**src/source/frv_core_pkg.sv**
```systemverilog
/*
 Data path widths and register address types shared by every stage.
 The word width is fixed at 32 bits and is not meant to vary.
*/
package frv_core_pkg;

    // Data path
    // ----------------------------------------
    localparam int XLEN = 32;                  // Data word width

    typedef logic [XLEN-1:0] xlen_t;           // One data word

    // Register file addressing
    // ----------------------------------------
    typedef logic [4:0] reg_addr_t;            // x0..x31, x0 reads zero

endpackage : frv_core_pkg

```
**src/source/frv_gprs.sv**
```systemverilog
/*
 31 general registers with three combinational reads and one wide write.
 x0 reads zero and ignores writes. A wide write must name an even rd.
 A read in the cycle of a write returns the old value.
*/
`timescale 1ns/10ps

module frv_gprs import frv_core_pkg::*; (
    input  logic      g_clk,
    input  logic      arst_n,
    input  reg_addr_t rs1_addr,
    input  reg_addr_t rs2_addr,
    input  reg_addr_t rs3_addr,
    output xlen_t     rs1_data,
    output xlen_t     rs2_data,
    output xlen_t     rs3_data,
    input  logic      rd_wen,                  // Write this cycle
    input  logic      rd_wide,                 // Write the pair rd, rd|1
    input  reg_addr_t rd_addr,
    input  xlen_t     rd_wdata,                // Low word
    input  xlen_t     rd_wdata_hi              // High word, wide only
);

    xlen_t     regs [1:31];                    // No storage for x0
    reg_addr_t lo_addr;
    reg_addr_t hi_addr;

    assign lo_addr = {rd_addr[4:1], 1'b0};     // Even half of the pair
    assign hi_addr = {rd_addr[4:1], 1'b1};     // Odd half, never x0

    always_ff @(posedge g_clk or negedge arst_n) begin
        if (!arst_n) begin
            for (int i = 1; i < 32; i++) begin
                regs[i] <= '0;
            end
        end else if (rd_wen) begin
            if (rd_wide) begin
                if (lo_addr != '0) begin
                    regs[lo_addr] <= rd_wdata;         // Pair at x0 keeps only x1
                end
                regs[hi_addr] <= rd_wdata_hi;
            end else if (rd_addr != '0) begin
                regs[rd_addr] <= rd_wdata;
            end
        end
    end

    assign rs1_data = (rs1_addr == '0) ? '0 : regs[rs1_addr];
    assign rs2_data = (rs2_addr == '0) ? '0 : regs[rs2_addr];
    assign rs3_data = (rs3_addr == '0) ? '0 : regs[rs3_addr];

    // Decode forces the pair destination even
    a_wide_even : assert property (@(posedge g_clk) disable iff (!arst_n)
        rd_wen && rd_wide |-> !rd_addr[0]);

endmodule : frv_gprs

```
**config.mk**
```make
export PLATFORM = sky130hd
export DESIGN_NAME = frv_gprs
export DESIGN_NICKNAME = d
export VERILOG_FILES = /design/src/source/frv_core_pkg.sv /design/src/source/frv_gprs.sv
export SDC_FILE = /design/constraint.sdc
export NUM_CORES = 2
export LEC_CHECK = 0
export BUFFER_PORTS_ARGS = -buffer_cell sky130_fd_sc_hd__buf_2
export CAP_MARGIN = 5
export CORE_MARGIN = 3
export CORE_UTILIZATION = 55
export CTS_CLUSTER_DIAMETER = 200
export DETAILED_ROUTE_END_ITERATION = 10
export PLACE_DENSITY = 0.75
export SYNTH_ARGS = -nofsm -noshare
export SYNTH_HDL_FRONTEND = slang
export SYNTH_SLANG_ARGS = --single-unit
```
**constraint.sdc**
```tcl
create_clock -name g_clk -period 2.2 [get_ports g_clk]
set_input_delay 0.33 -clock g_clk [delete_from_list [all_inputs] [get_ports g_clk]]
set_output_delay 0.33 -clock g_clk [all_outputs]
set_load 0.01 [all_outputs]
```
==> results.md <==
* Pwr Density at 910 mW/mm²
* Initial antenna violation count at 9
* WL/cell at 32.1 µm
* Slew Limit Headroom at 55.8%
* Global-route wire length before repair at 351000 µm
* Die Y-Extent at 336 µm
* Nets at 6018
* Largest net degree at the start of global routing at roughly 110
* Unique masters post-synth at 36
* Final HPWL DP at 156000 µm
* Largest register FFs at 992
* Clock Tree Buf Depth at 3
* Post-route ant nets at 0
* Top reg by flops: regs
* Pre-Repair DR Iteration Count at 8
* Most frequent cells in the layout: dfrtp_1, mux2i_1, mux2_2, a21oi_1, nor2_1
* Simple-gate share of the synthesized area at 6.91%
* Compound-Gate Fraction of Synth Area at 13.7%
* Startpoint types: flip-flop
* Clock tree from TritonCTS: yes
* Area leader, netlist: dfrtp_1
* Clock Power Share at just under 30%
* Die area at 0.113 mm²
* Total congestion overflow at 0
* Gpl congestion at a little under 1
* Hold crit path type: in -> async
* Worst setup EP type: output port
* IO Port Bufs at 183
* Final Max Slew Viols at 0
* Switching power total at approximately 0.023 W
* # clock sinks at slightly below 1k
* XOR/XNOR share of the synthesized area at 0%
* Chip width at 336 µm
* Worst Tran Pin Value at 0.663 ns
* Final worst clock skew at 0 ns
* Core box area at between 0.1 and 0.15 mm²
* Fmax at 0.361 GHz
* Drt initial violations at 8799
* Clk slew on worst S/H paths at 0.06 ns
* Dpl ws at -0.419 ns
* Area delta synth->final at 23.6%
* Minimum clock period at 2.77 ns
* Max Cap Violations at 0
* Post-synth top area share at roughly two fifths
* Initial Utilization at 55.8%
* Top Ports at 184
* Main combinational cell family by area after synthesis: multiplexers
* Fin crit share at 126%
* Kind of critical path: reg -> out
* Routed WL at 238000 µm
* Sequential share of the synthesized area at approximately two fifths
* Largest fanout on the critical path at 4
* Vias at 54.8k
* Share of post-route cells with drive strength above 1 at 34.5%
* FP Rows at 120
* Reg power frac at 41.2%
* VDD IR max at 0.000688 V
* H-Tree Depth at 3
* P_leak at 32.6 nW
* Final hold vios at 0
* Root Driver: clkbuf_16
* Area of the mapped netlist at 0.0600 mm²
* Synth Instances at between 5k and 6k
* Primary FF master, synth: dfrtp_1
* Yosys warns at 0
* Mux share of post-synthesis cell area at around 34%
* Outcome: finished, violations left
* Switching share of power at 33.6%
* Critical path arrival at ~2.4 ns
* Vias per inst at roughly 7.4
* RSZ-0062 raised after global routing: yes
* Mapped Nets at 5611
* Worst setup margin at -0.574 ns
* Final setup fails at 96
* Mapped Avg Cell Area at 10.9 µm²
* Failing checks: negative setup slack
* CP required at about 1.9 ns
* Drt drc at 0
* Fin Setup TNS at -44.73 ns
* Total GRT Usage at 41.3%
* Top Registers: regs: 992 flops
* Number of global-route vias before repair at about 55k
* Gate power share at 29.2%
* #FFs+latches synth at 992
* Internal power at approximately 0.045 W
* Async S/R FF share, synth at 100%
* CTS buffer count at 108
* Most common cell after layout, fill and taps aside: dfrtp_1
* Post-synth EDFFs at 0
* Adder-cell share of the synthesized area at 0%
* Synth top area cells: dfrtp_1, mux2i_1, mux2_2
* Clock latency on the worst-skew pair at 0.72 ns
==> routing by layer <==
metal	wire length (µm)	up-vias	track usage, %
met5	53	-	0.468
met4	20300	10	29.4
met3	32800	1329	14.1
met2	101000	4621	59.8
met1	84100	26975	51.9
li1	-	21846	-
==> cell type report <==
| type | instances | area [µm²] |
|---|---|---|
| diodes | 4 | 10.0 |
| clock buffers | 150 | 3140 |
| clock inverters | 51 | 746 |
| fillers | 7262 | 33400 |
| multi-input cells | 3951 | 34800 |
| flip-flops and latches | 992 | 24800 |
| well taps | 1403 | 1760 |
| repair buffers | 877 | 8960 |
==> Yosys cell counts (4+ instances only) <==
library cell	instances
or4_1	4
nor4_1	32
nand2_1	39
a21oi_1	512
a22o_1	62
a31oi_1	62
clkbuf_1	392
a221o_1	94
o22ai_1	384
o21ai_1	31
mux2_2	542
nand2b_1	14
mux2_1	34
buf_2	152
a22oi_1	128
nor3_1	262
buf_4	12
dfrtp_1	992
mux4_2	194
or2_2	7
nor2_1	485
nor2b_1	42
mux2i_1	956
a211oi_1	36
nor3_2	10
buf_1	24
==> timing repair <==
action                                  CTS  global route
gates resized for setup                 172            51
endpoints found under the setup margin   96            96
cloned                                    0             0
endpoints found under the hold margin   540             0
setup buffers                            34            26
pin swaps                               142            26
hold buffers                              1             0
==> power by group through the flow <==
| stage | combinational (W) | clock [W] | sequential, W |
|---|---|---|---|
| 3_5_place_dp | 0.0181 | 0 | 0.0276 |
| 6_report | 0.0197 | 0.0200 | 0.0278 |
| 4_1_cts | 0.0189 | 0.0200 | 0.0274 |
| 2_1_floorplan | 0.0126 | 0 | 0.0262 |
| 5_1_grt | 0.0210 | 0.0207 | 0.0283 |
| 3_3_place_gp | 0.0174 | 0 | 0.0273 |
==> logic make-up after synthesis <==
family | Yosys count
muxes | 1726
AOI/OAI and AO/OA | 1312
DFF | 992
and+or+nand+nor | 913
buffers and inverters | 580
==> path summary, 6_finish.rpt <==
path | cells past startpoint | slack, ns | to | startpoint
worst max-delay path | 6 | -0.57 | rs2_data[3] | regs[547]$_DFFE_PN0P_
worst min-delay path | 2 | 0.06 | regs[33]$_DFFE_PN0P_ | arst_n
worst max register to register | 2 | 1.19 | regs[750]$_DFFE_PN0P_ | regs[750]$_DFFE_PN0P_
worst min register to register | 1 | 0.54 | regs[755]$_DFFE_PN0P_ | regs[755]$_DFFE_PN0P_
max in group asynchronous | 4 | 1.09 | regs[79]$_DFFE_PN0P_ | arst_n
min in group g_clk | 2 | 0.11 | regs[740]$_DFFE_PN0P_ | rd_wdata[4]
==> critical path, cell delays in order (launching register included) <==
cell and delay, ns:
dfrtp_1 0.41, mux4_2 0.48, a22o_1 0.23, a31oi_1 0.20, buf_4 0.18, nor3_2 0.06
buf_2 0.15
==> through the flow <==
stage               std cells  instance area (µm²)  util [%]  hold WS [ns]  power [W]
floorplan                5523                60600         -        0.0344     0.0388
global placement         7191                68900      64.0         0.201     0.0447
detailed placement       7191                68900      64.0         0.197     0.0457
CTS                      7404                73800      68.6        0.0306     0.0663
global route             7425                74200      68.9        0.0605     0.0700
finish                   7428                74200      68.9        0.0578     0.0675
Note: power is estimated with default switching activity, not from simulation.
