## config.mk

```make
export PLATFORM = sky130hd
export DESIGN_NAME = frv_hazard_unit_flat
export DESIGN_NICKNAME = d
export VERILOG_FILES = /design/src/source/frv_core_pkg.sv /design/src/source/frv_fwd_if.sv /design/src/source/frv_hazard_unit.sv /design/src/flat_wrapper.sv
export SDC_FILE = /design/constraint.sdc
export NUM_CORES = 1
export LEC_CHECK = 0
export BUFFER_PORTS_ARGS = -buffer_cell sky130_fd_sc_hd__buf_2
export CAP_MARGIN = 20
export CORE_AREA = 10 10 155 157
export DETAILED_ROUTE_END_ITERATION = 16
export DIE_AREA = 0 0 165 167
export PLACE_DENSITY = 0.62
export SLEW_MARGIN = 40
export SYNTH_ARGS = -nofsm -noshare
export SYNTH_HDL_FRONTEND = slang
export SYNTH_SLANG_ARGS = --single-unit
```

## constraint.sdc

```tcl
create_clock -name vclk -period 2.2
set_clock_uncertainty 0.1 [all_clocks]
set_input_delay 0 -clock vclk [all_inputs]
set_output_delay 0 -clock vclk [all_outputs]
set_load 0.01 [all_outputs]
```

## src/source/frv_core_pkg.sv

```systemverilog
/*
 Data path widths and register address types shared by every stage.
 The word width is fixed at 32 bits and is not meant to vary.
*/
package frv_core_pkg;

    // Data path
    // ----------------------------------------
    localparam int XLEN = 32;                  // Data word width

    typedef logic [XLEN-1:0] xlen_t;           // One data word

    // Register file addressing
    // ----------------------------------------
    typedef logic [4:0] reg_addr_t;            // x0..x31, x0 reads zero

endpackage : frv_core_pkg

```

## src/source/frv_fwd_if.sv

```systemverilog
/*
 Result that a later stage offers to the hazard unit.
 wdata_hi only carries meaning while wide is high.
*/
`timescale 1ns/10ps

interface frv_fwd_if import frv_core_pkg::*; ();

    logic      valid;                          // Stage holds a writing instruction
    reg_addr_t rd;                             // Destination, even for a wide pair
    logic      wide;                           // Register pair write
    xlen_t     wdata;                          // Low word or single result
    xlen_t     wdata_hi;                       // High word of the pair

    modport producer (
        output valid, rd, wide, wdata, wdata_hi
    );

    modport consumer (
        input  valid, rd, wide, wdata, wdata_hi
    );

endinterface : frv_fwd_if

```

## src/source/frv_hazard_unit.sv

```systemverilog
/*
 Operand forwarding for the three s1 sources, nearest stage first.
 A source hits the odd half of a wide pair in flight as well.
 A hit on a multiply still in s2 bubbles s1 for one cycle.
*/
`timescale 1ns/10ps

module frv_hazard_unit import frv_core_pkg::*; (
    input  logic      s1_valid,
    input  reg_addr_t s1_rs1_addr,
    input  reg_addr_t s1_rs2_addr,
    input  reg_addr_t s1_rs3_addr,
    input  xlen_t     gpr_rs1_data,            // Register file values
    input  xlen_t     gpr_rs2_data,
    input  xlen_t     gpr_rs3_data,
    frv_fwd_if.consumer fwd_s2,
    frv_fwd_if.consumer fwd_s3,
    frv_fwd_if.consumer fwd_s4,
    input  logic      s2_late,                 // s2 result not yet known
    output xlen_t     rs1_data,
    output xlen_t     rs2_data,
    output xlen_t     rs3_data,
    output logic      s1_bubble
);

    reg_addr_t  src_addr [3];
    xlen_t      gpr_data [3];
    xlen_t      fwd_data [3];
    logic [2:0] s2_hit;                        // Per source hit on s2

    // Same pair, and either the same register or the odd half of a wide write
    function automatic logic hits(reg_addr_t a, logic f_valid, reg_addr_t f_rd,
                                  logic f_wide);
        return f_valid && (a != '0) && (a[4:1] == f_rd[4:1]) &&
               ((a[0] == f_rd[0]) || (a[0] && !f_rd[0] && f_wide));
    endfunction

    assign src_addr = '{s1_rs1_addr, s1_rs2_addr, s1_rs3_addr};
    assign gpr_data = '{gpr_rs1_data, gpr_rs2_data, gpr_rs3_data};

    // Forwarding muxes
    // ----------------------------------------
    always_comb begin
        for (int i = 0; i < 3; i++) begin
            s2_hit[i] = hits(src_addr[i], fwd_s2.valid, fwd_s2.rd, fwd_s2.wide);
            if (s2_hit[i]) begin
                fwd_data[i] = (src_addr[i][0] && fwd_s2.wide) ? fwd_s2.wdata_hi
                                                               : fwd_s2.wdata;
            end else if (hits(src_addr[i], fwd_s3.valid, fwd_s3.rd, fwd_s3.wide)) begin
                fwd_data[i] = (src_addr[i][0] && fwd_s3.wide) ? fwd_s3.wdata_hi
                                                               : fwd_s3.wdata;
            end else if (hits(src_addr[i], fwd_s4.valid, fwd_s4.rd, fwd_s4.wide)) begin
                fwd_data[i] = (src_addr[i][0] && fwd_s4.wide) ? fwd_s4.wdata_hi
                                                               : fwd_s4.wdata;  // Write-through
            end else begin
                fwd_data[i] = gpr_data[i];
            end
        end
    end

    assign rs1_data = fwd_data[0];
    assign rs2_data = fwd_data[1];
    assign rs3_data = fwd_data[2];

    // Bubble decision
    // ----------------------------------------
    assign s1_bubble = s1_valid && s2_late && (|s2_hit);   // Product lands in s3 next cycle

endmodule : frv_hazard_unit

```

## src/flat_wrapper.sv

```systemverilog
// flat-port wrapper written by rule: the top's interface ports become plain ports
module frv_hazard_unit_flat import frv_core_pkg::*;
  (s1_valid, s1_rs1_addr, s1_rs2_addr, s1_rs3_addr, gpr_rs1_data, gpr_rs2_data, gpr_rs3_data, s2_late, rs1_data, rs2_data, rs3_data, s1_bubble, fwd_s2_valid, fwd_s2_rd, fwd_s2_wide, fwd_s2_wdata, fwd_s2_wdata_hi, fwd_s3_valid, fwd_s3_rd, fwd_s3_wide, fwd_s3_wdata, fwd_s3_wdata_hi, fwd_s4_valid, fwd_s4_rd, fwd_s4_wide, fwd_s4_wdata, fwd_s4_wdata_hi);
  frv_fwd_if fwd_s2_i ();
  frv_fwd_if fwd_s3_i ();
  frv_fwd_if fwd_s4_i ();
  input  logic s1_valid;
  input  reg_addr_t s1_rs1_addr;
  input  reg_addr_t s1_rs2_addr;
  input  reg_addr_t s1_rs3_addr;
  input  xlen_t gpr_rs1_data;
  input  xlen_t gpr_rs2_data;
  input  xlen_t gpr_rs3_data;
  input  logic s2_late;
  output xlen_t rs1_data;
  output xlen_t rs2_data;
  output xlen_t rs3_data;
  output logic s1_bubble;
  input wire logic [$bits(fwd_s2_i.valid)-1:0] fwd_s2_valid;
  input wire logic [$bits(fwd_s2_i.rd)-1:0] fwd_s2_rd;
  input wire logic [$bits(fwd_s2_i.wide)-1:0] fwd_s2_wide;
  input wire logic [$bits(fwd_s2_i.wdata)-1:0] fwd_s2_wdata;
  input wire logic [$bits(fwd_s2_i.wdata_hi)-1:0] fwd_s2_wdata_hi;
  input wire logic [$bits(fwd_s3_i.valid)-1:0] fwd_s3_valid;
  input wire logic [$bits(fwd_s3_i.rd)-1:0] fwd_s3_rd;
  input wire logic [$bits(fwd_s3_i.wide)-1:0] fwd_s3_wide;
  input wire logic [$bits(fwd_s3_i.wdata)-1:0] fwd_s3_wdata;
  input wire logic [$bits(fwd_s3_i.wdata_hi)-1:0] fwd_s3_wdata_hi;
  input wire logic [$bits(fwd_s4_i.valid)-1:0] fwd_s4_valid;
  input wire logic [$bits(fwd_s4_i.rd)-1:0] fwd_s4_rd;
  input wire logic [$bits(fwd_s4_i.wide)-1:0] fwd_s4_wide;
  input wire logic [$bits(fwd_s4_i.wdata)-1:0] fwd_s4_wdata;
  input wire logic [$bits(fwd_s4_i.wdata_hi)-1:0] fwd_s4_wdata_hi;
  assign fwd_s2_i.valid = fwd_s2_valid;
  assign fwd_s2_i.rd = fwd_s2_rd;
  assign fwd_s2_i.wide = fwd_s2_wide;
  assign fwd_s2_i.wdata = fwd_s2_wdata;
  assign fwd_s2_i.wdata_hi = fwd_s2_wdata_hi;
  assign fwd_s3_i.valid = fwd_s3_valid;
  assign fwd_s3_i.rd = fwd_s3_rd;
  assign fwd_s3_i.wide = fwd_s3_wide;
  assign fwd_s3_i.wdata = fwd_s3_wdata;
  assign fwd_s3_i.wdata_hi = fwd_s3_wdata_hi;
  assign fwd_s4_i.valid = fwd_s4_valid;
  assign fwd_s4_i.rd = fwd_s4_rd;
  assign fwd_s4_i.wide = fwd_s4_wide;
  assign fwd_s4_i.wdata = fwd_s4_wdata;
  assign fwd_s4_i.wdata_hi = fwd_s4_wdata_hi;
  frv_hazard_unit u_core (.s1_valid(s1_valid), .s1_rs1_addr(s1_rs1_addr), .s1_rs2_addr(s1_rs2_addr), .s1_rs3_addr(s1_rs3_addr), .gpr_rs1_data(gpr_rs1_data), .gpr_rs2_data(gpr_rs2_data), .gpr_rs3_data(gpr_rs3_data), .fwd_s2(fwd_s2_i), .fwd_s3(fwd_s3_i), .fwd_s4(fwd_s4_i), .s2_late(s2_late), .rs1_data(rs1_data), .rs2_data(rs2_data), .rs3_data(rs3_data), .s1_bubble(s1_bubble));
endmodule
```

==> impl_metrics.ini <==
[power]
vdd_drop_max_v = 0.0000963
clkPwrFrac = 0
power_mw = 1.95
power.density_mw_per_mm2 = 195
leakage_nw = 4.95
p_sw_frac = 0.523
combPwrFrac = 1.000
internal_power_uw = 932
p_sw_mw = 1.02
power_frac_seq = 0

[die]
ioPinCount = 423
num_rows = 53
die_w_um = 165
fp.dieH_um = 167
start_util = 0.338
die-area_mm2 = 0.0276
core_mm2 = 0.0208

[route]
avgRoutedWirePerCell_um = 26.3
via_per_inst = 6.06
drtPass1Iterations = 5
drc_errors = 0
drt_iter0_markers = 884
wirelength_um = 42300
vias = 9773
drtAntennaViolNets = 0

[worst_setup_path]
critPathRequiredTime_ns = 2.10
cp-end-kind = output port
worstPathArrival_ns = 2.07
critPathKind = in2out
crit_fanout = 17
start_kind = primary input

[final_layout]
final_core_util = 0.481
design.seq.count = 0
syn_to_final_growth_pct = 42.2
final_nets = 1657
nFillCells = 2145
seq_area_um2 = 0
clock_buffers = 0
drive_gt1_frac = 0.535

[synthesis]
synthesis.area_mm2 = 0.00705
yosysUniqueCellTypes = 36
synth_fp_nets = 1267
syn_inst = 941
yosysTopAreaCell = mux2_2
synth_area_leaders = mux2_2 25%, mux2i_1 14%, a211o_1 8.0%
yosysSeqAreaShare = 0
yosys.area.top_type_share = 0.248
syn-mean-instance-area_um2 = 7.49
yosysWarnings = 0

[hold_path]
hp-class = in2out
holdPathStages = 4

[sta]
fmax_mhz = 462
maxSlewViolCount = 0
slew_headroom = 0.653
fin_tns_setup_ns = 0
min_period_ns = 2.17
whs_ns = 0.235
tightest_slew_ns = 0.521
finalCritPeriodShare = 0.984
final-hold-violation-count = 0
finalSetupViolations = 0
rsz0062_at_grt = true

[global_route]
grt_use_total = 0.278
grt_pass1_wl_um = 60900
overflow = 0
antenna_found_initial = 10
grt_max_degree = 54
grt_pass1_vias = 9894

[run_status]
outcome = finished, final reports clean

[place]
port_buffers = 423
gp_congestion = 1.01
dp_hpwl_um = 33000

[flow_run]
max_cap_violations = 0
==> final timing paths <==
path	from	to	slack (ns)
max	s1_rs3_addr[0]	rs3_data[13]	0.03
min	s2_late	s1_bubble	0.23
==> kinds of logic after synthesis <==
kind of cell | count (synthesis) | share of synthesized area
xor+xnor | 36 | 0.0447
compound gates | 237 | 0.269
mux | 261 | 0.400
buf+inv | 113 | 0.0726
simple gates | 294 | 0.214
==> cell type report <==
type,instances,area [µm²],area share
well taps,275,344,0.0343
diodes,8,20.0,0.00200
repair buffers,497,2940,0.293
inverters,4,15.0,0.00150
multi-input cells,828,6710,0.669
==> layer usage <==
metal | up-vias | share of wire | GRT usage
met5 | - | 0.00052 | 0
li1 | 4454 | - | -
met1 | 4596 | 0.39 | 0.339
met2 | 636 | 0.48 | 0.474
met4 | 4 | 0.032 | 0.0886
met3 | 83 | 0.10 | 0.0557
==> metrics by stage <==
step	area, µm²	instances	setup slack (ns)
global placement	9800	1602	-0.118
global route	10000	1612	-0.0331
finish	10000	1612	0.0343
CTS	9820	1602	0.000937
detailed placement	9800	1602	-0.102
floorplan	7050	941	0.380
==> power by group through the flow <==
stage / combinational [mW] / sequential, mW / clock [mW]
floorplan: 0.987 / 0 / 0
global placement: 1.87 / 0 / 0
detailed placement: 1.89 / 0 / 0
CTS: 1.90 / 0 / 0
global route: 2.08 / 0 / 0.000000487
finish: 1.95 / 0 / 0.000000488
==> critical path, cell delays in order <==
cell,delay [ns]
buf_2,0.13
or4_4,0.55
nor2_4,0.13
buf_6,0.12
nor4_4,0.04
buf_4,0.17
buf_8,0.19
mux2i_1,0.18
a221oi_4,0.36
buf_2,0.20
==> cells in the mapped netlist, drive strengths merged <==
master	n
a21oi	69
xnor2	4
mux2i	96
a211o	64
nand4b	1
a211oi	65
clkbuf	72
or4	2
nor4	3
nor3	65
nand3	66
and4	3
and3	61
mux2	165
xor2	32
nor4b	4
and2	3
o21ai	3
buf	37
a2111o	1
a31oi	1
inv	4
or3	1
nand2	77
nor2	5
a2111oi	6
nand4	3
a221oi	28
==> layout by cell type (no fill, tap or decap), drive strengths merged, types with 2 or more instances in the layout <==
cell     synthesis  layout
buf             37     496
mux2           165     165
mux2i           96      96
nand2           77      77
a21oi           69      69
nand3           66      66
nor3            65      65
a211oi          65      65
a211o           64      64
and3            61      61
xor2            32      32
a221oi          28      28
diode            0       8
a2111oi          6       6
nor2             5       5
inv              4       4
xnor2            4       4
nor4b            4       4
nand4            3       3
and2             3       3
o21ai            3       3
and4             3       3
nor4             3       3
or4              2       2
==> repair_timing <==
item	CTS	global route
endpoints found under the setup margin	32	80
gates resized for setup	6	29
setup buffers	0	1
hold buffers	0	0
gates cloned	0	1
pin swaps	1	4
(Power assumes the default switching activity.)
