--- src/source/frv_core_pkg.sv ---
/*
 Data path widths and register address types shared by every stage.
 The word width is fixed at 32 bits and is not meant to vary.
*/
package frv_core_pkg;

    // Data path
    // ----------------------------------------
    localparam int XLEN = 32;                  // Data word width

    typedef logic [XLEN-1:0] xlen_t;           // One data word

    // Register file addressing
    // ----------------------------------------
    typedef logic [4:0] reg_addr_t;            // x0..x31, x0 reads zero

endpackage : frv_core_pkg

--- src/source/frv_isa_pkg.sv ---
/*
 Custom 32-bit instruction encoding with seven operations.
 Opcode values 7 to 15 are undefined and retire without a register write.
 Register and immediate forms share the opcode, rd and rs1 fields.
*/
package frv_isa_pkg;
    import frv_core_pkg::*;

    localparam int IMM_W = 18;                 // ADDI immediate, sign-extended

    typedef enum logic [3:0] {
        OP_ADD  = 4'h0,                        // rd = rs1 + rs2
        OP_SUB  = 4'h1,                        // rd = rs1 - rs2
        OP_XOR  = 4'h2,                        // rd = rs1 ^ rs2
        OP_ADDI = 4'h3,                        // rd = rs1 + imm
        OP_ADD3 = 4'h4,                        // rd = rs1 + rs2 + rs3
        OP_MUL  = 4'h5,                        // rd = low word of rs1 * rs2
        OP_MULW = 4'h6                         // rd pair = 64-bit rs1 * rs2
    } opcode_t;

    // Register form
    typedef struct packed {
        opcode_t   opcode;                     // [31:28]
        reg_addr_t rd;                         // [27:23]
        reg_addr_t rs1;                        // [22:18]
        reg_addr_t rs2;                        // [17:13]
        reg_addr_t rs3;                        // [12:8]
        logic [7:0] zero;                      // Must be zero
    } instr_r_t;

    // Immediate form
    typedef struct packed {
        opcode_t          opcode;
        reg_addr_t        rd;
        reg_addr_t        rs1;
        logic [IMM_W-1:0] imm;                 // [17:0]
    } instr_i_t;

    typedef union packed {
        instr_r_t r;
        instr_i_t i;
    } instr_t;

    function automatic logic op_known(opcode_t op);
        return op inside {OP_ADD, OP_SUB, OP_XOR, OP_ADDI, OP_ADD3, OP_MUL, OP_MULW};
    endfunction

    // Product only ready in s3
    function automatic logic op_is_mul(opcode_t op);
        return (op == OP_MUL) || (op == OP_MULW);
    endfunction

endpackage : frv_isa_pkg

--- src/source/frv_fwd_if.sv ---
/*
 Result that a later stage offers to the hazard unit.
 wdata_hi only carries meaning while wide is high.
*/
`timescale 1ns/10ps

interface frv_fwd_if import frv_core_pkg::*; ();

    logic      valid;                          // Stage holds a writing instruction
    reg_addr_t rd;                             // Destination, even for a wide pair
    logic      wide;                           // Register pair write
    xlen_t     wdata;                          // Low word or single result
    xlen_t     wdata_hi;                       // High word of the pair

    modport producer (
        output valid, rd, wide, wdata, wdata_hi
    );

    modport consumer (
        input  valid, rd, wide, wdata, wdata_hi
    );

endinterface : frv_fwd_if

--- src/source/frv_pipeline_multiply.sv ---
/*
 s3 unsigned 32x32 multiplier and the s4 writeback register.
 Undefined opcodes reach s4 with rd x0, so they retire without a write.
*/
`timescale 1ns/10ps

module frv_pipeline_multiply import frv_core_pkg::*, frv_isa_pkg::*; (
    input  logic      g_clk,
    input  logic      arst_n,
    input  logic      s3_valid,
    input  opcode_t   s3_op,
    input  reg_addr_t s3_rd,
    input  xlen_t     s3_opr_a,
    input  xlen_t     s3_opr_b,
    input  xlen_t     s3_alu_res,
    frv_fwd_if.producer fwd_s3,
    frv_fwd_if.producer fwd_s4
);

    logic [2*XLEN-1:0] s3_prod;
    logic              s3_known;
    logic              s3_wide;
    xlen_t             s3_lo;

    logic      s4_valid;
    reg_addr_t s4_rd;
    logic      s4_wide;
    xlen_t     s4_wdata;
    xlen_t     s4_wdata_hi;

    assign s3_prod  = (2*XLEN)'(s3_opr_a) * (2*XLEN)'(s3_opr_b);
    assign s3_known = op_known(s3_op);
    assign s3_wide  = (s3_op == OP_MULW);
    assign s3_lo    = op_is_mul(s3_op) ? s3_prod[XLEN-1:0] : s3_alu_res;

    assign fwd_s3.valid    = s3_valid && s3_known;
    assign fwd_s3.rd       = s3_rd;
    assign fwd_s3.wide     = s3_wide;
    assign fwd_s3.wdata    = s3_lo;
    assign fwd_s3.wdata_hi = s3_prod[2*XLEN-1:XLEN];

    // s4 writeback register
    // ----------------------------------------
    always_ff @(posedge g_clk or negedge arst_n) begin
        if (!arst_n) begin
            s4_valid    <= 1'b0;
            s4_rd       <= '0;
            s4_wide     <= 1'b0;
            s4_wdata    <= '0;
            s4_wdata_hi <= '0;
        end else begin
            s4_valid    <= s3_valid;           // Retires, defined or not
            s4_rd       <= s3_known ? s3_rd : '0;      // x0 drops the write
            s4_wide     <= s3_known && s3_wide;
            s4_wdata    <= s3_lo;
            s4_wdata_hi <= s3_prod[2*XLEN-1:XLEN];
        end
    end

    assign fwd_s4.valid    = s4_valid;
    assign fwd_s4.rd       = s4_rd;
    assign fwd_s4.wide     = s4_wide;
    assign fwd_s4.wdata    = s4_wdata;
    assign fwd_s4.wdata_hi = s4_wdata_hi;

endmodule : frv_pipeline_multiply

--- src/flat_wrapper.sv ---
// flat-port wrapper written by rule: the top's interface ports become plain ports
module frv_pipeline_multiply_flat import frv_core_pkg::*, frv_isa_pkg::*;
  (g_clk, arst_n, s3_valid, s3_op, s3_rd, s3_opr_a, s3_opr_b, s3_alu_res, fwd_s3_valid, fwd_s3_rd, fwd_s3_wide, fwd_s3_wdata, fwd_s3_wdata_hi, fwd_s4_valid, fwd_s4_rd, fwd_s4_wide, fwd_s4_wdata, fwd_s4_wdata_hi);
  frv_fwd_if fwd_s3_i ();
  frv_fwd_if fwd_s4_i ();
  input  logic g_clk;
  input  logic arst_n;
  input  logic s3_valid;
  input  opcode_t s3_op;
  input  reg_addr_t s3_rd;
  input  xlen_t s3_opr_a;
  input  xlen_t s3_opr_b;
  input  xlen_t s3_alu_res;
  output wire logic [$bits(fwd_s3_i.valid)-1:0] fwd_s3_valid;
  output wire logic [$bits(fwd_s3_i.rd)-1:0] fwd_s3_rd;
  output wire logic [$bits(fwd_s3_i.wide)-1:0] fwd_s3_wide;
  output wire logic [$bits(fwd_s3_i.wdata)-1:0] fwd_s3_wdata;
  output wire logic [$bits(fwd_s3_i.wdata_hi)-1:0] fwd_s3_wdata_hi;
  output wire logic [$bits(fwd_s4_i.valid)-1:0] fwd_s4_valid;
  output wire logic [$bits(fwd_s4_i.rd)-1:0] fwd_s4_rd;
  output wire logic [$bits(fwd_s4_i.wide)-1:0] fwd_s4_wide;
  output wire logic [$bits(fwd_s4_i.wdata)-1:0] fwd_s4_wdata;
  output wire logic [$bits(fwd_s4_i.wdata_hi)-1:0] fwd_s4_wdata_hi;
  assign fwd_s3_valid = fwd_s3_i.valid;
  assign fwd_s3_rd = fwd_s3_i.rd;
  assign fwd_s3_wide = fwd_s3_i.wide;
  assign fwd_s3_wdata = fwd_s3_i.wdata;
  assign fwd_s3_wdata_hi = fwd_s3_i.wdata_hi;
  assign fwd_s4_valid = fwd_s4_i.valid;
  assign fwd_s4_rd = fwd_s4_i.rd;
  assign fwd_s4_wide = fwd_s4_i.wide;
  assign fwd_s4_wdata = fwd_s4_i.wdata;
  assign fwd_s4_wdata_hi = fwd_s4_i.wdata_hi;
  frv_pipeline_multiply u_core (.g_clk(g_clk), .arst_n(arst_n), .s3_valid(s3_valid), .s3_op(s3_op), .s3_rd(s3_rd), .s3_opr_a(s3_opr_a), .s3_opr_b(s3_opr_b), .s3_alu_res(s3_alu_res), .fwd_s3(fwd_s3_i), .fwd_s4(fwd_s4_i));
endmodule
--- config.mk ---
export PLATFORM = sky130hd
export DESIGN_NAME = frv_pipeline_multiply_flat
export DESIGN_NICKNAME = d
export VERILOG_FILES = /design/src/source/frv_core_pkg.sv /design/src/source/frv_isa_pkg.sv /design/src/source/frv_fwd_if.sv /design/src/source/frv_pipeline_multiply.sv /design/src/flat_wrapper.sv
export SDC_FILE = /design/constraint.sdc
export NUM_CORES = 2
export LEC_CHECK = 0
export BUFFER_PORTS_ARGS = -buffer_cell sky130_fd_sc_hd__buf_2
export CAP_MARGIN = 20
export CORE_MARGIN = 2
export CORE_UTILIZATION = 40
export CTS_CLUSTER_SIZE = 12
export DETAILED_ROUTE_END_ITERATION = 10
export PLACE_DENSITY_LB_ADDON = 0.3
export SLEW_MARGIN = 20
export SYNTH_ARGS = -nofsm -noshare
export SYNTH_HDL_FRONTEND = slang
export SYNTH_SLANG_ARGS = --single-unit
--- constraint.sdc ---
create_clock -name g_clk -period 43.3 [get_ports g_clk]
set_clock_uncertainty 0.2 [all_clocks]
set_input_delay 12.99 -clock g_clk [delete_from_list [all_inputs] [get_ports g_clk]]
set_output_delay 12.99 -clock g_clk [all_outputs]
set_load 0.02 [all_outputs]
==> flow_summary.ini <==
[outcome]
status = complete, no violations

[sta]
final.setup.tns_ns = 0
min_period_ns = 33.95
hold_viol_final = 0
grt_setup_unrepaired = false
max_slew_margin = 0.385
finalCritPeriodShare = 0.784
worstMarginPinSlew_ns = 0.922
slew_viol_final = 0
setup_viol = 0
fmax_mhz = 29.5

[floorplan]
die_area_um2 = 91300
start_util = 0.403
ios = 250
die_h_um = 302
core_area_um2 = 88200
placementRows = 109
die_x_um = 302

[synthesis]
yosys_warnings = 0
synth_cells = 3833
ys_ff_latch = 71
post-synth-top-area-cell = fa_1
yosys_most_used_dff = dfrtp_1
syn_area_um2 = 35600
syn_nets = 5100
syn_area_per_cell_um2 = 9.28
ys_types = 69
yosysSeqAreaShare = 0.0500
synth_top_area_frac = 0.505
yosys-top-cells-area = fa_1 (50%), and2_1 (11%), ha_1 (9.3%)
synth_edf_count = 0
synthArstFlopShare = 1.00

[hold_path]
hold_class = in2async

[route]
drt_iter0_drc = 1183
vias_per_cell = 5.05
first_pass_iters = 5
ant_nets = 0
drc_errors = 0
vias = 25500
wl_per_cell_um = 19.6
drt_wl_total_um = 98800

[finish]
final_cell_mix = fa_1 (896), inv_1 (865), and2_1 (610)
multi_input_area_um2 = 29700
drive_gt1_frac = 0.0785
seq_area_um2 = 1780
final_common_cell = fa_1
fillers = 8683
areaGrowthSynthToFinish_pct = 6.13
nNetsFinal = 5146

[global_route]
grt_first_pass_wirelength_um = 159000
grt_use_met2 = 0.415
grt_max_degree = 64
grtUsageTotal = 0.227
grtUsageMet3 = 0.0213
antenna_found_initial = 1
overflow = 0
first_global_vias = 28100
grt_busiest_layer = met2
grtUsageMet1 = 0.282

[critical_path]
crit_path_start_kind = primary input
worstSetupPathType = in2out
required_ns = 30.11
path_max_fanout = 32
crit_path_end_kind = primary output
cp.arrival_ns = 20.76

[placed_design]
routabilityCongestion = 0.898
portBuffers = 249
dp_hpwl_um = 78300

[job]
maxCapViolCount = 0

[clock_network]
cts.repair.resized = 0
cts_max_level = 3
numCtsBuffers = 9
clock_path_buffers = 2
clkSinkCount = 71
clk_pin_slew_ns = 0.06
cts_tree = done
postCtsSetupRepairBufs = 0
cts_root_buffer = clkbuf_16
cts_hold_buf = 0
-- through the flow --
step | setup slack [ns] | utilization | std cells | hold WS [ns] | area (um2)
CTS | 9.34 | 0.428 | 5049 | 12.23 | 37700
global placement | 9.43 | 0.424 | 5033 | 12.61 | 37500
global route | 8.89 | 0.428 | 5049 | 12.23 | 37700
finish | 9.35 | 0.428 | 5050 | 12.25 | 37700
floorplan | 10.38 | - | 3833 | 12.49 | 35600
detailed placement | 9.35 | 0.424 | 5033 | 12.62 | 37500
-- synth_stat cells (7+ instances only) --
library cell / n
buf_4: 7
nand2_1: 503
ha_1: 263
nor3_1: 11
nand4_1: 12
o21ai_0: 52
a31oi_1: 8
buf_2: 9
xor2_1: 28
a21oi_1: 69
fa_1: 896
xnor2_1: 34
o21ai_1: 9
and3_1: 15
nand3_1: 14
dfrtp_1: 71
clkbuf_1: 207
inv_1: 865
nor2_1: 26
and2_1: 610
a21o_1: 31
o21bai_1: 16
-- flip-flops by register name, indices dropped and copies added (netlist names) --
signal	cells
u_core.fwd_s4.rd	5
u_core.fwd_s4.valid	1
u_core.fwd_s4.wdata_hi	32
u_core.fwd_s4.wide	1
u_core.fwd_s4.wdata	32
-- routing by layer --
layer / up-vias / wire length (um)
li1: 11200 / -
met1: 13500 / 39300
met2: 636 / 52700
met3: 149 / 3520
met4: 2 / 3300
met5: - / 10
-- worst max-delay path, cell delays in order --
cell and delay, ns:
buf_2 0.61, nand2_1 0.18, fa_1 0.57, inv_1 0.06
fa_1 0.54, inv_1 0.06, fa_1 0.53, inv_1 0.05
fa_1 0.47, fa_1 0.60, fa_1 0.44, fa_1 0.48
inv_1 0.05, fa_1 0.47, inv_1 0.04, ha_1 0.39
and3_1 0.33, nand3_1 0.18, nor2_1 0.17, o2bb2ai_1 0.13
a31o_2 0.23, nand3_1 0.15, a21oi_1 0.27, mux2i_1 0.12
a2111oi_2 0.40, buf_2 0.24
-- how the worst max path moves through the flow --
| stage | start | endpoint | slack, ns | cells after the start |
|---|---|---|---|---|
| global placement | s3_opr_b[26] | fwd_s3_wdata_hi[31] | 9.43 | 24 |
| finish | s3_opr_a[25] | fwd_s3_wdata_hi[31] | 9.35 | 26 |
| detailed placement | s3_opr_a[25] | fwd_s3_wdata_hi[31] | 9.35 | 26 |
| floorplan | s3_opr_b[17] | fwd_s3_wdata_hi[31] | 10.38 | 24 |
| CTS | s3_opr_a[25] | fwd_s3_wdata_hi[31] | 9.34 | 26 |
| global route | s3_opr_a[25] | fwd_s3_wdata_hi[31] | 8.89 | 26 |
-- kinds of logic after synthesis --
group | count (synthesis) | synth area share
xor+xnor | 62 | 0.0153
buf+inv | 1089 | 0.116
fa+ha+maj | 1159 | 0.597
flops | 71 | 0.0500
mux | 6 | 0.00187
compound gates | 234 | 0.0439
simple gates | 1212 | 0.176
-- final cells by class --
type / count / area share
clock buffers: 10 / 0.00607
inverters: 865 / 0.0860
flip-flops and latches: 71 / 0.0471
clock inverters: 6 / 0.00119
multi-input cells: 2673 / 0.786
diodes: 1 / 0.0000663
repair buffers: 259 / 0.0351
well taps: 1165 / 0.0386
Power is left out: the tool's default activity adds up to more than one toggle a clock period on the data nets, which glitch-free logic cannot reach.
