$ cat src/source/frv_core_pkg.sv
/*
 Data path widths and register address types shared by every stage.
 The word width is fixed at 32 bits and is not meant to vary.
*/
package frv_core_pkg;

    // Data path
    // ----------------------------------------
    localparam int XLEN = 32;                  // Data word width

    typedef logic [XLEN-1:0] xlen_t;           // One data word

    // Register file addressing
    // ----------------------------------------
    typedef logic [4:0] reg_addr_t;            // x0..x31, x0 reads zero

endpackage : frv_core_pkg

$ cat src/source/frv_isa_pkg.sv
/*
 Custom 32-bit instruction encoding with seven operations.
 Opcode values 7 to 15 are undefined and retire without a register write.
 Register and immediate forms share the opcode, rd and rs1 fields.
*/
package frv_isa_pkg;
    import frv_core_pkg::*;

    localparam int IMM_W = 18;                 // ADDI immediate, sign-extended

    typedef enum logic [3:0] {
        OP_ADD  = 4'h0,                        // rd = rs1 + rs2
        OP_SUB  = 4'h1,                        // rd = rs1 - rs2
        OP_XOR  = 4'h2,                        // rd = rs1 ^ rs2
        OP_ADDI = 4'h3,                        // rd = rs1 + imm
        OP_ADD3 = 4'h4,                        // rd = rs1 + rs2 + rs3
        OP_MUL  = 4'h5,                        // rd = low word of rs1 * rs2
        OP_MULW = 4'h6                         // rd pair = 64-bit rs1 * rs2
    } opcode_t;

    // Register form
    typedef struct packed {
        opcode_t   opcode;                     // [31:28]
        reg_addr_t rd;                         // [27:23]
        reg_addr_t rs1;                        // [22:18]
        reg_addr_t rs2;                        // [17:13]
        reg_addr_t rs3;                        // [12:8]
        logic [7:0] zero;                      // Must be zero
    } instr_r_t;

    // Immediate form
    typedef struct packed {
        opcode_t          opcode;
        reg_addr_t        rd;
        reg_addr_t        rs1;
        logic [IMM_W-1:0] imm;                 // [17:0]
    } instr_i_t;

    typedef union packed {
        instr_r_t r;
        instr_i_t i;
    } instr_t;

    function automatic logic op_known(opcode_t op);
        return op inside {OP_ADD, OP_SUB, OP_XOR, OP_ADDI, OP_ADD3, OP_MUL, OP_MULW};
    endfunction

    // Product only ready in s3
    function automatic logic op_is_mul(opcode_t op);
        return (op == OP_MUL) || (op == OP_MULW);
    endfunction

endpackage : frv_isa_pkg

$ cat src/source/frv_fwd_if.sv
/*
 Result that a later stage offers to the hazard unit.
 wdata_hi only carries meaning while wide is high.
*/
`timescale 1ns/10ps

interface frv_fwd_if import frv_core_pkg::*; ();

    logic      valid;                          // Stage holds a writing instruction
    reg_addr_t rd;                             // Destination, even for a wide pair
    logic      wide;                           // Register pair write
    xlen_t     wdata;                          // Low word or single result
    xlen_t     wdata_hi;                       // High word of the pair

    modport producer (
        output valid, rd, wide, wdata, wdata_hi
    );

    modport consumer (
        input  valid, rd, wide, wdata, wdata_hi
    );

endinterface : frv_fwd_if

$ cat src/source/frv_pipeline_execute.sv
/*
 s2 ALU for the add, subtract and XOR family.
 Multiplies pass through and are offered with s2_late high.
*/
`timescale 1ns/10ps

module frv_pipeline_execute import frv_core_pkg::*, frv_isa_pkg::*; (
    input  logic      g_clk,
    input  logic      arst_n,
    input  logic      s2_valid,
    input  opcode_t   s2_op,
    input  reg_addr_t s2_rd,
    input  xlen_t     s2_opr_a,
    input  xlen_t     s2_opr_b,
    input  xlen_t     s2_opr_c,
    frv_fwd_if.producer fwd_s2,
    output logic      s2_late,                 // Multiply, product not yet known
    output logic      s3_valid,
    output opcode_t   s3_op,
    output reg_addr_t s3_rd,
    output xlen_t     s3_opr_a,
    output xlen_t     s3_opr_b,
    output xlen_t     s3_alu_res
);

    xlen_t alu_res;

    always_comb begin
        case (s2_op)
            OP_ADD, OP_ADDI: alu_res = s2_opr_a + s2_opr_b;   // B is the immediate for ADDI
            OP_SUB:          alu_res = s2_opr_a - s2_opr_b;
            OP_XOR:          alu_res = s2_opr_a ^ s2_opr_b;
            OP_ADD3:         alu_res = s2_opr_a + s2_opr_b + s2_opr_c;
            default:         alu_res = '0;                    // Multiply or undefined
        endcase
    end

    assign s2_late = s2_valid && op_is_mul(s2_op);

    assign fwd_s2.valid    = s2_valid && op_known(s2_op);
    assign fwd_s2.rd       = s2_rd;
    assign fwd_s2.wide     = (s2_op == OP_MULW);
    assign fwd_s2.wdata    = alu_res;
    assign fwd_s2.wdata_hi = '0;               // Wide only from multiply, bubbles anyway

    always_ff @(posedge g_clk or negedge arst_n) begin
        if (!arst_n) begin
            s3_valid   <= 1'b0;
            s3_op      <= OP_ADD;
            s3_rd      <= '0;
            s3_opr_a   <= '0;
            s3_opr_b   <= '0;
            s3_alu_res <= '0;
        end else begin
            s3_valid   <= s2_valid;
            s3_op      <= s2_op;
            s3_rd      <= s2_rd;
            s3_opr_a   <= s2_opr_a;            // Multiplier inputs
            s3_opr_b   <= s2_opr_b;
            s3_alu_res <= alu_res;
        end
    end

endmodule : frv_pipeline_execute

$ cat src/flat_wrapper.sv
// flat-port wrapper written by rule: the top's interface ports become plain ports
module frv_pipeline_execute_flat import frv_core_pkg::*, frv_isa_pkg::*;
  (g_clk, arst_n, s2_valid, s2_op, s2_rd, s2_opr_a, s2_opr_b, s2_opr_c, s2_late, s3_valid, s3_op, s3_rd, s3_opr_a, s3_opr_b, s3_alu_res, fwd_s2_valid, fwd_s2_rd, fwd_s2_wide, fwd_s2_wdata, fwd_s2_wdata_hi);
  frv_fwd_if fwd_s2_i ();
  input  logic g_clk;
  input  logic arst_n;
  input  logic s2_valid;
  input  opcode_t s2_op;
  input  reg_addr_t s2_rd;
  input  xlen_t s2_opr_a;
  input  xlen_t s2_opr_b;
  input  xlen_t s2_opr_c;
  output logic s2_late;
  output logic s3_valid;
  output opcode_t s3_op;
  output reg_addr_t s3_rd;
  output xlen_t s3_opr_a;
  output xlen_t s3_opr_b;
  output xlen_t s3_alu_res;
  output wire logic [$bits(fwd_s2_i.valid)-1:0] fwd_s2_valid;
  output wire logic [$bits(fwd_s2_i.rd)-1:0] fwd_s2_rd;
  output wire logic [$bits(fwd_s2_i.wide)-1:0] fwd_s2_wide;
  output wire logic [$bits(fwd_s2_i.wdata)-1:0] fwd_s2_wdata;
  output wire logic [$bits(fwd_s2_i.wdata_hi)-1:0] fwd_s2_wdata_hi;
  assign fwd_s2_valid = fwd_s2_i.valid;
  assign fwd_s2_rd = fwd_s2_i.rd;
  assign fwd_s2_wide = fwd_s2_i.wide;
  assign fwd_s2_wdata = fwd_s2_i.wdata;
  assign fwd_s2_wdata_hi = fwd_s2_i.wdata_hi;
  frv_pipeline_execute u_core (.g_clk(g_clk), .arst_n(arst_n), .s2_valid(s2_valid), .s2_op(s2_op), .s2_rd(s2_rd), .s2_opr_a(s2_opr_a), .s2_opr_b(s2_opr_b), .s2_opr_c(s2_opr_c), .fwd_s2(fwd_s2_i), .s2_late(s2_late), .s3_valid(s3_valid), .s3_op(s3_op), .s3_rd(s3_rd), .s3_opr_a(s3_opr_a), .s3_opr_b(s3_opr_b), .s3_alu_res(s3_alu_res));
endmodule
$ cat config.mk
export PLATFORM = sky130hd
export DESIGN_NAME = frv_pipeline_execute_flat
export DESIGN_NICKNAME = d
export VERILOG_FILES = /design/src/source/frv_core_pkg.sv /design/src/source/frv_isa_pkg.sv /design/src/source/frv_fwd_if.sv /design/src/source/frv_pipeline_execute.sv /design/src/flat_wrapper.sv
export SDC_FILE = /design/constraint.sdc
export NUM_CORES = 1
export LEC_CHECK = 0
export BUFFER_PORTS_ARGS = -buffer_cell sky130_fd_sc_hd__buf_2
export CAP_MARGIN = 10
export CORE_UTILIZATION = 54
export CTS_CLUSTER_DIAMETER = 150
export DETAILED_ROUTE_END_ITERATION = 6
export GPL_TIMING_DRIVEN = 0
export PLACE_DENSITY = 0.95
export SYNTH_ARGS = -nofsm -noshare
export SYNTH_HDL_FRONTEND = slang
export SYNTH_SLANG_ARGS = --single-unit
$ cat constraint.sdc
create_clock -name g_clk -period 16.05 [get_ports g_clk]
set_input_delay 2.4075 -clock g_clk [delete_from_list [all_inputs] [get_ports g_clk]]
set_output_delay 2.4075 -clock g_clk [all_outputs]
set_load 0.01 [all_outputs]
==> summary.txt <==
Hold path
  • Worst hold path class: in -> async

Logic synthesis
  • EDFF count, synth: 0
  • Cell taking the most area after synthesis: dfrtp_1
  • Synth top area cells: dfrtp_1 (31%), ha_1 (14%), xnor2_1 (6.0%), a21oi_1 (5.2%), buf_4 (3.2%)
  • Sequential share of the synthesized area: 30.9%
  • Synth async-reset ratio: 100%
  • Synth top area share: a little under a third
  • Yosys reg bits: 106
  • Commonest register cell after synthesis: dfrtp_1
  • Synth cell types: 71
  • YS warnings: 0
  • Mapped Cells: 972
  • Syn Area/Cell: slightly below 9 um^2
  • Cell Area, Synth: 0.00859 mm^2

Cells and area
  • Most frequent cells in the layout: buf_2 (262), dfrtp_1 (106), ha_1 (96)
  • Final Util: about 69%
  • Multi-input gate area: 0.00535 mm^2
  • Sequential cell area: 0.00265 mm^2
  • Commonest non-fill, non-tap cell in the layout: buf_2
  • Final instance area: ~0.011 mm^2
  • Nets: 1475
  • Share of layout cells above drive strength 1: 26.8%
  • Area Growth Syn to Fin: 23.3%
  • Fill cells: between 1000 and 1500
  • Finished Layout Cells: 1485

Drt
  • Detailed Routing Iterations Pass 1: 6
  • Via count: 8538
  • Routed WL per cell: between 15 and 20 um
  • Drc violations: 0
  • Routed Antenna Nets: 0
  • Vias per cell: 5.75
  • Post-Route WL: 26300 um
  • Initial DRC count: between 900 and 1000

STA
  • Final slew viol count: 0
  • Slew at the pin closest to its max-slew limit: between 0.8 and 0.9 ns
  • Worst hold slack: 2.02 ns
  • Endpoints failing setup: 0
  • Min Clock Period, post-route: roughly 10 ns
  • Final period util: 64.4%
  • Setup tns final: 0 ns
  • Final Hold Fails: 0
  • RSZ-0062 raised after global routing: false
  • PnR worst setup slack: 5.72 ns
  • Fmax: 96.8 MHz
  • Rel. slew slack: 42.0%

Setup path
  • CP max FO: 6
  • WS Path Type: in -> out
  • CP endpoint kind: output pin
  • Worst path required time: 13.64 ns
  • Critical path arrival: 7.93 ns
  • Startpoint Class: input port

Clock tree
  • Hold buffers post-CTS: 0
  • H-Tree Depth: 3
  • Post-CTS Setup Inserts: 0
  • CTS Buf Count: 9
  • CTS tree: done
  • Num Clock Sinks: 106
  • Clock Pin Slew Worst Setup and Hold Paths: approximately 0.070 ns
  • PostCTS Resize Cnt: 0
  • Clock tree buffer depth: 2
  • Clock root buffer master: clkbuf_16

Run status
  • Run status: finished clean

GRT
  • Total Routing Usage GR: 32.0%
  • M1 GR Usage: between 40% and 50%
  • Initial antenna violation count: 1
  • Met2 GRT Util: a little over half
  • Number of global-route vias before repair: 8002
  • Met3 Usage GRT: 6.97%
  • Largest net degree at the start of global routing: 64
  • GRT Max-Usage Layer: met2
  • Grt ovf: 0
  • First-pass GRT wire length: 40500 um

Power and ir drop
  • VDD IR-drop max: just under 60 uV
  • Switch share: 37.5%
  • Sw Pwr: 362 uW
  • Power Total: 966 uW
  • Flop pwr share: 30.0%
  • Clk pwr share: 25.2%
  • P_int: around 600 uW
  • Pleak: 5.42 nW
  • Combinational power share: 44.7%
  • Pwr dens: roughly 90 mW/mm^2

Floorplan
  • Die area: 0.0164 mm^2
  • Row count: 45
  • # IOs: 286
  • Starting Density: 55.9%
  • Core area: 0.0154 mm^2
  • Die height: 128 um
  • Die Span X: between 100 and 150 um

Placed design
  • Pre-CTS setup slack: 5.87 ns
  • DP HPWL: 21100 um
  • Placed cells: 1468
  • I/O Buffers: 253
  • GP Congestion: 0.974
  • DP Area: 0.0103 mm^2

Job
  • Total of max-cap violations: 0
## power by group through the flow
stage	Clock, mW	Sequential [mW]	Combinational, mW
6_report	0.244	0.290	0.432
5_1_grt	0.256	0.292	0.470
4_1_cts	0.248	0.290	0.424
3_5_place_dp	0	0.296	0.419
3_3_place_gp	0	0.295	0.411
2_1_floorplan	0	0.308	0.287
## layout make-up
class | instances | share of cell area, %
plain buffers | 73 | 4.16
well taps | 211 | 2.49
repair buffers | 254 | 12.2
clock buffers | 10 | 2.16
inverters | 72 | 2.55
multi-input cells | 752 | 50.4
clock inverters | 6 | 0.921
diodes | 1 | 0.0236
flip-flops and latches | 106 | 25.0
## how the worst max path moves through the flow
stage	startpoint	end	slack (ns)
2_1_floorplan	s2_opr_a[0]	fwd_s2_wdata[31]	6.92
3_3_place_gp	s2_opr_b[1]	fwd_s2_wdata[31]	5.91
3_5_place_dp	s2_opr_b[1]	fwd_s2_wdata[31]	5.87
4_1_cts	s2_opr_b[1]	fwd_s2_wdata[31]	5.81
5_1_grt	s2_opr_b[1]	fwd_s2_wdata[31]	5.45
6_report	s2_opr_b[1]	fwd_s2_wdata[31]	5.72
## sequential cells by signal, indices dropped and copies added, names as in the netlist
| name | count |
|---|---|
| u_core.s3_rd | 5 |
| u_core.s3_alu_res | 32 |
| u_core.s3_valid | 1 |
| u_core.s3_op | 4 |
| u_core.s3_opr_a | 32 |
| u_core.s3_opr_b | 32 |
## critical path, cell delays in order
cell	delay [ns]
buf_2	0.13
inv_1	0.08
ha_1	0.32
nand2b_1	0.21
a2111oi_4	0.38
o21ai_2	0.18
nand3_1	0.25
a21oi_1	0.11
o21bai_1	0.51
nand2_1	0.10
o21ai_0	0.41
xnor2_1	0.16
ha_1	0.23
or4_1	0.47
a211o_1	0.29
o32ai_2	0.32
o21ai_1	0.24
nand3_1	0.19
nand2b_1	0.11
o31ai_1	0.33
xnor2_1	0.12
o22ai_1	0.19
buf_2	0.18
## Yosys cell counts (18+ instances only)
library cell / number
nand2_1: 57
a21oi_1: 89
ha_1: 96
a21o_1: 29
dfrtp_1: 106
xnor2_1: 59
o22ai_1: 21
o21ai_0: 40
nand2b_1: 18
inv_1: 71
nor2_1: 69
clkbuf_1: 23
buf_4: 37
## metal layers
| layer | vias to the layer above | part of all wire [%] |
|---|---|---|
| li1 | 3990 | - |
| met1 | 3953 | 40 |
| met2 | 519 | 47 |
| met3 | 76 | 10 |
| met4 | 0 | 3.6 |
| met5 | - | 0 |
## kinds of logic after synthesis
| kind of cell | synth area share (%) |
|---|---|
| AOI/OAI and AO/OA | 25.5 |
| xor gates and xnor gates | 7.44 |
| adders and majority gates | 14.7 |
| buffers and inverters | 8.27 |
| DFF | 30.9 |
| muxes | 0.524 |
| other | 0.0436 |
| and+or+nand+nor | 12.7 |
Note: power is estimated with default switching activity, not from simulation.
